$ cat src/logic/cfi_pkg.sv
// shared types and encodings for the CFI monitor; the checking order assumes exactly two ports
package cfi_pkg;

   ////////////////////////////////////////////////////////////////////////////
   // widths and encodings
   ////////////////////////////////////////////////////////////////////////////

   localparam int unsigned XLEN            = 32;
   localparam int unsigned NR_COMMIT_PORTS = 2;
   localparam int unsigned NARGS_W         = 9;

   // link registers used by the calling convention
   localparam logic [4:0] REG_RA = 5'd1;
   localparam logic [4:0] REG_T0 = 5'd5;

   // a landing pad is addi x0, x0, imm with imm[1:0] set to this mark
   localparam logic [1:0] LANDING_MARK = 2'd2;

   // software writes all ones to the argument CSR when no count is set
   localparam logic [NARGS_W-1:0] NARGS_UNSET = '1;

   localparam logic [XLEN-1:0] CAUSE_ILLEGAL_INSTR = 32'd2;

   // offset from a call to its return address
   localparam logic [XLEN-1:0] RET_OFFSET = 32'd4;

   ////////////////////////////////////////////////////////////////////////////
   // commit stream and result types
   ////////////////////////////////////////////////////////////////////////////

   typedef enum logic [1:0] {
      OP_ADD,
      OP_JAL,
      OP_JALR,
      OP_OTHER
   } fu_op_e;

   // one committed instruction as seen on a commit port
   typedef struct packed {
      logic [XLEN-1:0] pc;
      fu_op_e          op;
      logic [4:0]      rd;
      logic [4:0]      rs1;
      logic [XLEN-1:0] result;   // immediate for landing pads
      logic            ex_valid;
   } commit_entry_t;

   typedef struct packed {
      logic            valid;
      logic            is_call;
      logic            is_ret;
      logic            landing_ok;
      logic [XLEN-1:0] pc;
   } commit_class_t;

   typedef struct packed {
      logic            valid;
      logic [XLEN-1:0] tval;
   } violation_t;

   typedef struct packed {
      logic            valid;
      logic [XLEN-1:0] cause;
      logic [XLEN-1:0] tval;
   } exception_t;

endpackage
$ cat src/logic/cfi_monitor.sv
// CFI monitor for a two-port in-order commit stream; commits cannot be stalled and every commit is checked
`timescale 1ns/10ps

module cfi_monitor #(
   parameter int unsigned STACK_DEPTH = 16,
   parameter int unsigned HALT_CYCLES = 4
) (
   input  logic                                                   clk_i,
   input  logic                                                   rst_ni,
   input  logic                                                   csr_en_i,
   input  logic [cfi_pkg::NR_COMMIT_PORTS-1:0]                    commit_ack_i,
   input  cfi_pkg::commit_entry_t [cfi_pkg::NR_COMMIT_PORTS-1:0]  commit_instr_i,
   input  logic [cfi_pkg::NARGS_W-1:0]                            csr_nargs_i,
   output cfi_pkg::exception_t                                    exception_o,
   output logic                                                   cfi_halt_o,
   output logic                                                   args_clear_o
);

   cfi_pkg::commit_class_t [cfi_pkg::NR_COMMIT_PORTS-1:0] cls;
   cfi_pkg::violation_t                                   pad_viol;
   cfi_pkg::violation_t                                   ret_viol;
   cfi_pkg::violation_t                                   ovf_viol;

   commit_classifier i_commit_classifier (
      .clk_i(clk_i), .rst_ni(rst_ni), .commit_ack_i(commit_ack_i),
      .commit_instr_i(commit_instr_i), .csr_nargs_i(csr_nargs_i), .cls_o(cls)
   );

   landing_pad_checker i_landing_pad_checker (
      .clk_i(clk_i), .rst_ni(rst_ni), .csr_en_i(csr_en_i), .cls_i(cls),
      .pad_viol_o(pad_viol), .args_clear_o(args_clear_o)
   );

   shadow_stack_checker #(.STACK_DEPTH(STACK_DEPTH)) i_shadow_stack_checker (
      .clk_i(clk_i), .rst_ni(rst_ni), .cls_i(cls),
      .ret_viol_o(ret_viol), .ovf_viol_o(ovf_viol)
   );

   cfi_violation_reporter #(.HALT_CYCLES(HALT_CYCLES)) i_cfi_violation_reporter (
      .clk_i(clk_i), .rst_ni(rst_ni), .csr_en_i(csr_en_i),
      .pad_viol_i(pad_viol), .ret_viol_i(ret_viol), .ovf_viol_i(ovf_viol),
      .exception_o(exception_o), .cfi_halt_o(cfi_halt_o)
   );

endmodule

$ cat src/logic/cfi_violation_reporter.sv
// registers one violation per cycle into an exception; csr_en_i is sampled in the commit cycle
`timescale 1ns/10ps

module cfi_violation_reporter #(
   parameter int unsigned HALT_CYCLES = 4
) (
   input  logic                clk_i,
   input  logic                rst_ni,
   input  logic                csr_en_i,
   input  cfi_pkg::violation_t pad_viol_i,
   input  cfi_pkg::violation_t ret_viol_i,
   input  cfi_pkg::violation_t ovf_viol_i,
   output cfi_pkg::exception_t exception_o,
   output logic                cfi_halt_o
);

   localparam int unsigned CW = $clog2(HALT_CYCLES + 1);

   cfi_pkg::violation_t      sel;
   logic                     raise;
   logic                     ex_valid_q;
   logic [cfi_pkg::XLEN-1:0] ex_tval_q;
   logic [CW-1:0]            halt_cnt_q;

   ////////////////////////////////////////////////////////////////////////////
   // priority select
   ////////////////////////////////////////////////////////////////////////////

   // return mismatch first, then overflow, then a bad landing pad
   always_comb begin
      if (ret_viol_i.valid) begin
         sel = ret_viol_i;
      end else if (ovf_viol_i.valid) begin
         sel = ovf_viol_i;
      end else begin
         sel = pad_viol_i;
      end
   end

   assign raise = sel.valid && csr_en_i;

   always_ff @(posedge clk_i) begin
      if (!rst_ni) begin
         ex_valid_q <= 1'b0;
         halt_cnt_q <= '0;
      end else begin
         ex_valid_q <= raise;
         // every new exception reloads the halt window
         if (raise) begin
            halt_cnt_q <= CW'(HALT_CYCLES);
         end else if (halt_cnt_q != '0) begin
            halt_cnt_q <= halt_cnt_q - CW'(1);
         end
      end
   end

   always_ff @(posedge clk_i) begin
      if (raise) begin
         ex_tval_q <= sel.tval;
      end
   end

   assign exception_o.valid = ex_valid_q;
   assign exception_o.cause = cfi_pkg::CAUSE_ILLEGAL_INSTR;
   assign exception_o.tval  = ex_tval_q;
   assign cfi_halt_o        = (halt_cnt_q != '0);

endmodule

$ cat src/logic/shadow_stack_checker.sv
// backward edge check; one push and one pop per cycle, a second same-cycle return check fails
`timescale 1ns/10ps

module shadow_stack_checker #(
   parameter int unsigned STACK_DEPTH = 16
) (
   input  logic                                                   clk_i,
   input  logic                                                   rst_ni,
   input  cfi_pkg::commit_class_t [cfi_pkg::NR_COMMIT_PORTS-1:0]  cls_i,
   output cfi_pkg::violation_t                                    ret_viol_o,
   output cfi_pkg::violation_t                                    ovf_viol_o
);

   typedef enum logic {
      IDLE,
      WAIT_TARGET
   } state_e;

   state_e                   state_q, state_d;
   logic                     pushed;
   logic                     popped;
   logic [cfi_pkg::XLEN-1:0] push_addr;
   logic [cfi_pkg::XLEN-1:0] stk_top;
   logic                     stk_empty;
   logic                     stk_full;

   ////////////////////////////////////////////////////////////////////////////
   // check, push and pop decisions
   ////////////////////////////////////////////////////////////////////////////

   always_comb begin
      logic pending;
      logic call_seen;

      pending    = (state_q == WAIT_TARGET);
      call_seen  = 1'b0;
      pushed     = 1'b0;
      popped     = 1'b0;
      push_addr  = '0;
      ret_viol_o = '0;
      ovf_viol_o = '0;

      for (int i = 0; i < cfi_pkg::NR_COMMIT_PORTS; i++) begin
         if (cls_i[i].valid) begin
            if (pending) begin
               // a cycle pops at most once and a second return check in it fails
               if (!popped && !stk_empty && (cls_i[i].pc == stk_top)) begin
                  popped = 1'b1;
               end else if (!ret_viol_o.valid) begin
                  ret_viol_o.valid = 1'b1;
                  ret_viol_o.tval  = cls_i[i].pc;
               end
            end

            if (cls_i[i].is_call) begin
               // a second call in one cycle has no push slot left
               if (call_seen || (stk_full && !popped)) begin
                  ovf_viol_o.valid = 1'b1;
                  ovf_viol_o.tval  = cls_i[i].pc;
               end else begin
                  pushed    = 1'b1;
                  push_addr = cls_i[i].pc + cfi_pkg::RET_OFFSET;
               end
               call_seen = 1'b1;
            end

            pending = cls_i[i].is_ret;
         end
      end

      state_d = pending ? WAIT_TARGET : IDLE;
   end

   always_ff @(posedge clk_i) begin
      if (!rst_ni) begin
         state_q <= IDLE;
      end else begin
         state_q <= state_d;
      end
   end

   return_addr_stack #(
      .DEPTH(STACK_DEPTH)
   ) i_return_addr_stack (
      .clk_i      (clk_i),
      .rst_ni     (rst_ni),
      .push_i     (pushed),
      .push_addr_i(push_addr),
      .pop_i      (popped),
      .top_o      (stk_top),
      .empty_o    (stk_empty),
      .full_o     (stk_full)
   );

endmodule

$ cat src/logic/return_addr_stack.sv
// LIFO of return addresses; DEPTH must be at least 2, push when full and pop when empty are dropped
`timescale 1ns/10ps

module return_addr_stack #(
   parameter int unsigned DEPTH = 16
) (
   input  logic                     clk_i,
   input  logic                     rst_ni,
   input  logic                     push_i,
   input  logic [cfi_pkg::XLEN-1:0] push_addr_i,
   input  logic                     pop_i,
   output logic [cfi_pkg::XLEN-1:0] top_o,
   output logic                     empty_o,
   output logic                     full_o
);

   localparam int unsigned PW = $clog2(DEPTH + 1);
   localparam int unsigned IW = $clog2(DEPTH);

   logic [cfi_pkg::XLEN-1:0] mem_q [DEPTH];
   logic [PW-1:0]            ptr_q;
   logic [IW-1:0]            top_idx;
   logic                     do_push;
   logic                     do_pop;

   assign empty_o = (ptr_q == '0);
   assign full_o  = (ptr_q == PW'(DEPTH));
   assign top_idx = IW'(ptr_q - PW'(1));
   assign top_o   = mem_q[top_idx];

   // a push and a pop together overwrite the top, which also works when full
   assign do_pop  = pop_i && !empty_o;
   assign do_push = push_i && (!full_o || do_pop);

   always_ff @(posedge clk_i) begin
      if (!rst_ni) begin
         ptr_q <= '0;
      end else if (do_push && !do_pop) begin
         ptr_q <= ptr_q + PW'(1);
      end else if (do_pop && !do_push) begin
         ptr_q <= ptr_q - PW'(1);
      end
   end

   always_ff @(posedge clk_i) begin
      if (do_push && do_pop) begin
         mem_q[top_idx] <= push_addr_i;
      end else if (do_push) begin
         mem_q[IW'(ptr_q)] <= push_addr_i;
      end
   end

endmodule

$ cat src/logic/landing_pad_checker.sv
// forward edge check; the instruction committed right after a call must be a landing pad with a valid count
`timescale 1ns/10ps

module landing_pad_checker (
   input  logic                                                   clk_i,
   input  logic                                                   rst_ni,
   input  logic                                                   csr_en_i,
   input  cfi_pkg::commit_class_t [cfi_pkg::NR_COMMIT_PORTS-1:0]  cls_i,
   output cfi_pkg::violation_t                                    pad_viol_o,
   output logic                                                   args_clear_o
);

   typedef enum logic {
      IDLE,
      WAIT_PAD
   } state_e;

   state_e state_q, state_d;
   logic   checked;
   logic   args_clear_q;

   ////////////////////////////////////////////////////////////////////////////
   // next-state and check logic
   ////////////////////////////////////////////////////////////////////////////

   // ports are walked oldest first, a call arms the check for the next valid port
   always_comb begin
      logic pending;

      pending    = (state_q == WAIT_PAD);
      checked    = 1'b0;
      pad_viol_o = '0;

      for (int i = 0; i < cfi_pkg::NR_COMMIT_PORTS; i++) begin
         if (cls_i[i].valid) begin
            if (pending) begin
               checked = 1'b1;
               // only the first failing pad of the cycle is reported
               if (!cls_i[i].landing_ok && !pad_viol_o.valid) begin
                  pad_viol_o.valid = 1'b1;
                  pad_viol_o.tval  = cls_i[i].pc;
               end
            end
            pending = cls_i[i].is_call;
         end
      end

      state_d = pending ? WAIT_PAD : IDLE;
   end

   ////////////////////////////////////////////////////////////////////////////
   // registers
   ////////////////////////////////////////////////////////////////////////////

   always_ff @(posedge clk_i) begin
      if (!rst_ni) begin
         state_q      <= IDLE;
         args_clear_q <= 1'b0;
      end else begin
         state_q      <= state_d;
         // the argument CSR is consumed by each check, and held clear while disabled
         args_clear_q <= checked || !csr_en_i;
      end
   end

   assign args_clear_o = args_clear_q;

endmodule

$ cat src/logic/commit_classifier.sv
// combinational decode of both commit ports; ports that are not acknowledged or carry an exception read as invalid
`timescale 1ns/10ps

module commit_classifier (
   input  logic                                                   clk_i,
   input  logic                                                   rst_ni,
   input  logic [cfi_pkg::NR_COMMIT_PORTS-1:0]                    commit_ack_i,
   input  cfi_pkg::commit_entry_t [cfi_pkg::NR_COMMIT_PORTS-1:0]  commit_instr_i,
   input  logic [cfi_pkg::NARGS_W-1:0]                            csr_nargs_i,
   output cfi_pkg::commit_class_t [cfi_pkg::NR_COMMIT_PORTS-1:0]  cls_o
);

   // clock and reset only keep the port list uniform with the checkers

   always_comb begin
      logic [cfi_pkg::NARGS_W-1:0] pad_nargs;
      logic                        variadic;
      logic                        args_ok;
      logic                        link_rd;
      logic                        link_rs1;
      logic                        pad_shape;

      for (int i = 0; i < cfi_pkg::NR_COMMIT_PORTS; i++) begin
         // the pad immediate holds the count in 10:2 and the variadic flag in 11
         pad_nargs = commit_instr_i[i].result[10:2];
         variadic  = commit_instr_i[i].result[11];

         if (csr_nargs_i == cfi_pkg::NARGS_UNSET) begin
            args_ok = 1'b1;
         end else if (variadic) begin
            args_ok = (pad_nargs >= csr_nargs_i);
         end else begin
            args_ok = (pad_nargs == csr_nargs_i);
         end

         link_rd  = (commit_instr_i[i].rd == cfi_pkg::REG_RA) ||
                    (commit_instr_i[i].rd == cfi_pkg::REG_T0);
         link_rs1 = (commit_instr_i[i].rs1 == cfi_pkg::REG_RA) ||
                    (commit_instr_i[i].rs1 == cfi_pkg::REG_T0);

         pad_shape = (commit_instr_i[i].op == cfi_pkg::OP_ADD) &&
                     (commit_instr_i[i].rd == 5'd0) &&
                     (commit_instr_i[i].rs1 == 5'd0) &&
                     (commit_instr_i[i].result[1:0] == cfi_pkg::LANDING_MARK);

         cls_o[i].valid      = commit_ack_i[i] && !commit_instr_i[i].ex_valid;
         cls_o[i].is_call    = link_rd &&
                               ((commit_instr_i[i].op == cfi_pkg::OP_JAL) ||
                                (commit_instr_i[i].op == cfi_pkg::OP_JALR));
         cls_o[i].is_ret     = (commit_instr_i[i].op == cfi_pkg::OP_JALR) &&
                               (commit_instr_i[i].rd == 5'd0) && link_rs1;
         cls_o[i].landing_ok = pad_shape && args_ok;
         cls_o[i].pc         = commit_instr_i[i].pc;
      end
   end

endmodule

$ cat config.mk
export PLATFORM = sky130hd
export DESIGN_NAME = cfi_monitor
export DESIGN_NICKNAME = d
export VERILOG_FILES = /design/src/logic/cfi_pkg.sv /design/src/logic/cfi_monitor.sv /design/src/logic/cfi_violation_reporter.sv /design/src/logic/shadow_stack_checker.sv /design/src/logic/return_addr_stack.sv /design/src/logic/landing_pad_checker.sv /design/src/logic/commit_classifier.sv
export SDC_FILE = /design/constraint.sdc
export NUM_CORES = 1
export LEC_CHECK = 0
export BUFFER_PORTS_ARGS = -buffer_cell sky130_fd_sc_hd__buf_4
export CORE_ASPECT_RATIO = 0.6
export CORE_MARGIN = 8
export CORE_UTILIZATION = 50
export CTS_CLUSTER_DIAMETER = 100
export CTS_CLUSTER_SIZE = 30
export DETAILED_ROUTE_END_ITERATION = 10
export MAX_ROUTING_LAYER = met4
export PLACE_DENSITY = 0.75
export SLEW_MARGIN = 25
export SYNTH_ARGS = -nofsm -noshare
export SYNTH_HDL_FRONTEND = slang
export SYNTH_SLANG_ARGS = --single-unit
export TNS_END_PERCENT = 50
$ cat constraint.sdc
create_clock -name clk_i -period 7.7 [get_ports clk_i]
set_input_delay 0.77 -clock clk_i [delete_from_list [all_inputs] [get_ports clk_i]]
set_output_delay 0.77 -clock clk_i [all_outputs]
set_load 0.01 [all_outputs]
==> impl_metrics.json <==
{
  "cts_setup_buffers": 0,
  "layout_commonest_cell": "edfxtp_1",
  "clockBufferDepth": 3,
  "post_drt_wl_per_cell_um": 29.09,
  "track_usage_pct": 24.74,
  "yosysWarnings": 0,
  "setup_slack_ns": 0.4922,
  "drv_slew": 0,
  "endpoint_kind": "flop",
  "core_area_um2": 51010,
  "fin_skew_ns": 0.04889,
  "nets": 2025,
  "cts_root_buf": "clkbuf_16",
  "ir_drop_mv": 0.1588,
  "drc_errors": 0,
  "switching_share_pct": 22.17,
  "grt_pass1_vias": 15270,
  "layout_min_cycle_time_ns": 7.208,
  "dieArea_um2": 59550,
  "finalHoldViolCount": 0,
  "rsz0062_at_grt": "false",
  "ant_nets": 0,
  "p_sw_mw": 1.137,
  "synthArstFlopShare_pct": 0,
  "tightest_slew_ns": 1.103,
  "chipWidth_um": 309.8,
  "start_util_pct": 50.75,
  "whs_path_depth": 2,
  "setup-violations-final": 0,
  "cts_made_buffers": 22,
  "outcome": "completed",
  "area_growth_pct": 10.93,
  "yosysSeqAreaShare_pct": 64.03,
  "leakagePower_nw": 8.710,
  "syn_inst": 1668,
  "fin_area_um2": 28720,
  "dr.pass1.iters": 6,
  "cts_resized": 0,
  "grt_first_pass_wirelength_mm": 104.4,
  "syn_area_um2": 25890,
  "synth-seq-cells": 556,
  "path_class": "flop to flop",
  "ff2ff_path_depth": 19,
  "avgViaCountPerCell": 6.286,
  "htreeDepth": 1,
  "arrival_ns": 7.49,
  "placed_area_um2": 28040,
  "powerDensity_nw_per_um2": 178.5,
  "required_ns": 7.99,
  "rows": 64,
  "hp-class": "input pin to flop",
  "critPathMaxFanout": 39,
  "clkPwrFrac_pct": 28.2,
  "max_freq_mhz": 138.7,
  "final_cells": 2534,
  "fp.dieH_um": 192.3,
  "placed_cells": 2494,
  "tritoncts": "built",
  "clock_latency_ns": 0.61,
  "cp-start-kind": "flop",
  "drtIter0Drc": 2529,
  "vias": 15930,
  "pwr-share-comb_pct": 7.7,
  "gp_congestion": 0.9841,
  "relSlewSlack_pct": 26.14,
  "power.internal_mw": 3.990,
  "antennaDiodeCount": 0,
  "finalCritPeriodShare_pct": 93.61,
  "synth_area_per_cell_um2": 15.52,
  "pre_cts_slack_ns": 0.7507,
  "setup_tns_ns": 0,
  "grt_max_degree": 52,
  "synth.distinct_cells": 82,
  "cap_violations": 0,
  "final_cell_mix": "544 x edfxtp_1, 232 x buf_4, 129 x mux2i_1",
  "dominantRegCellSynth": "edfxtp_1",
  "dp_hpwl_mm": 51.15,
  "antenna_found_initial": 0,
  "p_seq_share_pct": 64.1,
  "routed_wl_mm": 73.71,
  "overflow": 0,
  "cts.sinks": 556,
  "drive_above_1_share_pct": 22.43,
  "boundaryPins": 235,
  "io_buffers": 162,
  "synth_edf_count": 544,
  "cts.reportedPaths.clkPinSlew_ns": 0.12,
  "holdBufCountCts": 0
}
-- cell type report --
class / count / area (um2)
flip-flops and latches: 556 / 16580
clock inverters: 3 / 37.54
repair buffers: 237 / 1842
multi-input cells: 966 / 8627
fillers: 3965 / 22290
well taps: 693 / 867.1
inverters: 42 / 157.7
clock buffers: 37 / 606.8
-- cells by family (layout without fill, tap and decap cells) --
logic type      Yosys count  in the layout  share of synthesized area [%]
buf+inv                 176            319                          3.775
xor+xnor                127            127                          4.369
other cells               2             32                        0.02901
mux                     231            231                          13.68
fa+ha+maj                32             32                          1.547
compound gates          174            174                          5.162
flops                   556            556                          64.03
simple gates            370            370                          7.405
-- stage by stage --
step | hold WS, ns | total power [mW] | util (%)
floorplan | 0.5088 | 3.576 | -
global placement | 0.5243 | 3.728 | 54.97
detailed placement | 0.5439 | 3.736 | 54.97
CTS | 0.3602 | 5.136 | 56.24
global route | 0.3661 | 5.264 | 56.30
finish | 0.3865 | 5.127 | 56.30
-- critical path: stages (launching register included) --
cell	delay [ns]
dfxtp_4	0.71
inv_2	0.11
ha_4	0.23
xor2_4	0.61
buf_12	0.35
mux4_1	0.64
mux2i_2	0.23
xnor2_1	0.13
o311ai_1	0.33
o2111ai_1	0.16
nor4_1	0.67
nand4bb_1	0.30
a21o_1	0.26
nand2_1	0.17
ha_1	0.36
nor2b_1	0.13
nor3b_1	0.16
a31oi_1	0.83
nor2_4	0.12
buf_4	0.33
-- power groups by stage --
stage | combinational (mW) | clock [mW] | sequential (mW)
floorplan | 0.224 | 0 | 3.35
global route | 0.417 | 1.56 | 3.29
finish | 0.395 | 1.45 | 3.28
detailed placement | 0.382 | 0 | 3.35
CTS | 0.384 | 1.47 | 3.29
global placement | 0.375 | 0 | 3.35
-- routing by layer --
metal	vias up	track usage, %	wire length [um]
li1	6745	-	-
met1	8065	36.94	31170
met2	1000	34.47	31280
met3	119	6.431	9713
met4	0	4.197	1544
met5	-	-	0
-- cells in the mapped netlist, types with 4 or more instances --
cell,number,area [um2]
mux4_1,5,131.4
and2_1,14,87.58
nand2b_1,5,31.28
nor3b_1,4,30.03
o21ai_0,17,85.08
a31oi_1,12,75.07
xnor2_1,70,613.1
o31ai_1,5,37.54
buf_6,13,146.4
edfxtp_1,544,16340
mux2i_1,129,1291
o21a_1,5,37.54
a41oi_1,6,52.55
nor2b_1,11,68.82
xor2_1,56,490.5
nor3_1,14,70.07
buf_4,43,322.8
o211ai_1,5,37.54
a21oi_1,20,100.1
buf_1,10,37.54
buf_2,37,185.2
dfxtp_1,12,240.2
nand4_1,38,237.7
nor4_1,9,56.30
o22ai_2,12,150.1
nor2_1,69,259.0
mux2_2,5,56.30
o2111ai_1,6,52.55
nand2_1,71,266.5
clkbuf_1,30,112.6
inv_1,41,153.9
ha_1,32,400.4
nand3_1,86,430.4
and3_1,23,143.9
o22ai_1,22,137.6
mux4_2,91,2049
and4_1,5,43.79
a22o_1,33,289.0
-- final timing paths --
kind,startpoint,endpoint,slack (ns)
max,flop,flop,0.49
min,csr_en_i,i_landing_pad_checker.args_clear_o$_SDFF_PN0_,0.39
max reg2reg,flop,flop,0.49
min reg2reg,i_cfi_violation_reporter.halt_cnt_q[0]$_SDFFE_PP0P_,i_cfi_violation_reporter.halt_cnt_q[0]$_SDFFE_PP0P_,0.56
-- sequential cells by signal (all words and copies together) (netlist names) --
register / flops
i_landing_pad_checker.state_q: 1
i_cfi_violation_reporter.ex_valid_q: 1
i_shadow_stack_checker.state_q: 1
i_cfi_violation_reporter.ex_tval_q: 32
i_shadow_stack_checker.i_return_addr_stack.ptr_q: 5
i_landing_pad_checker.args_clear_o: 1
i_cfi_violation_reporter.halt_cnt_q: 3
i_shadow_stack_checker.i_return_addr_stack.mem_q: 512
Power figures use the tool's default switching activity.
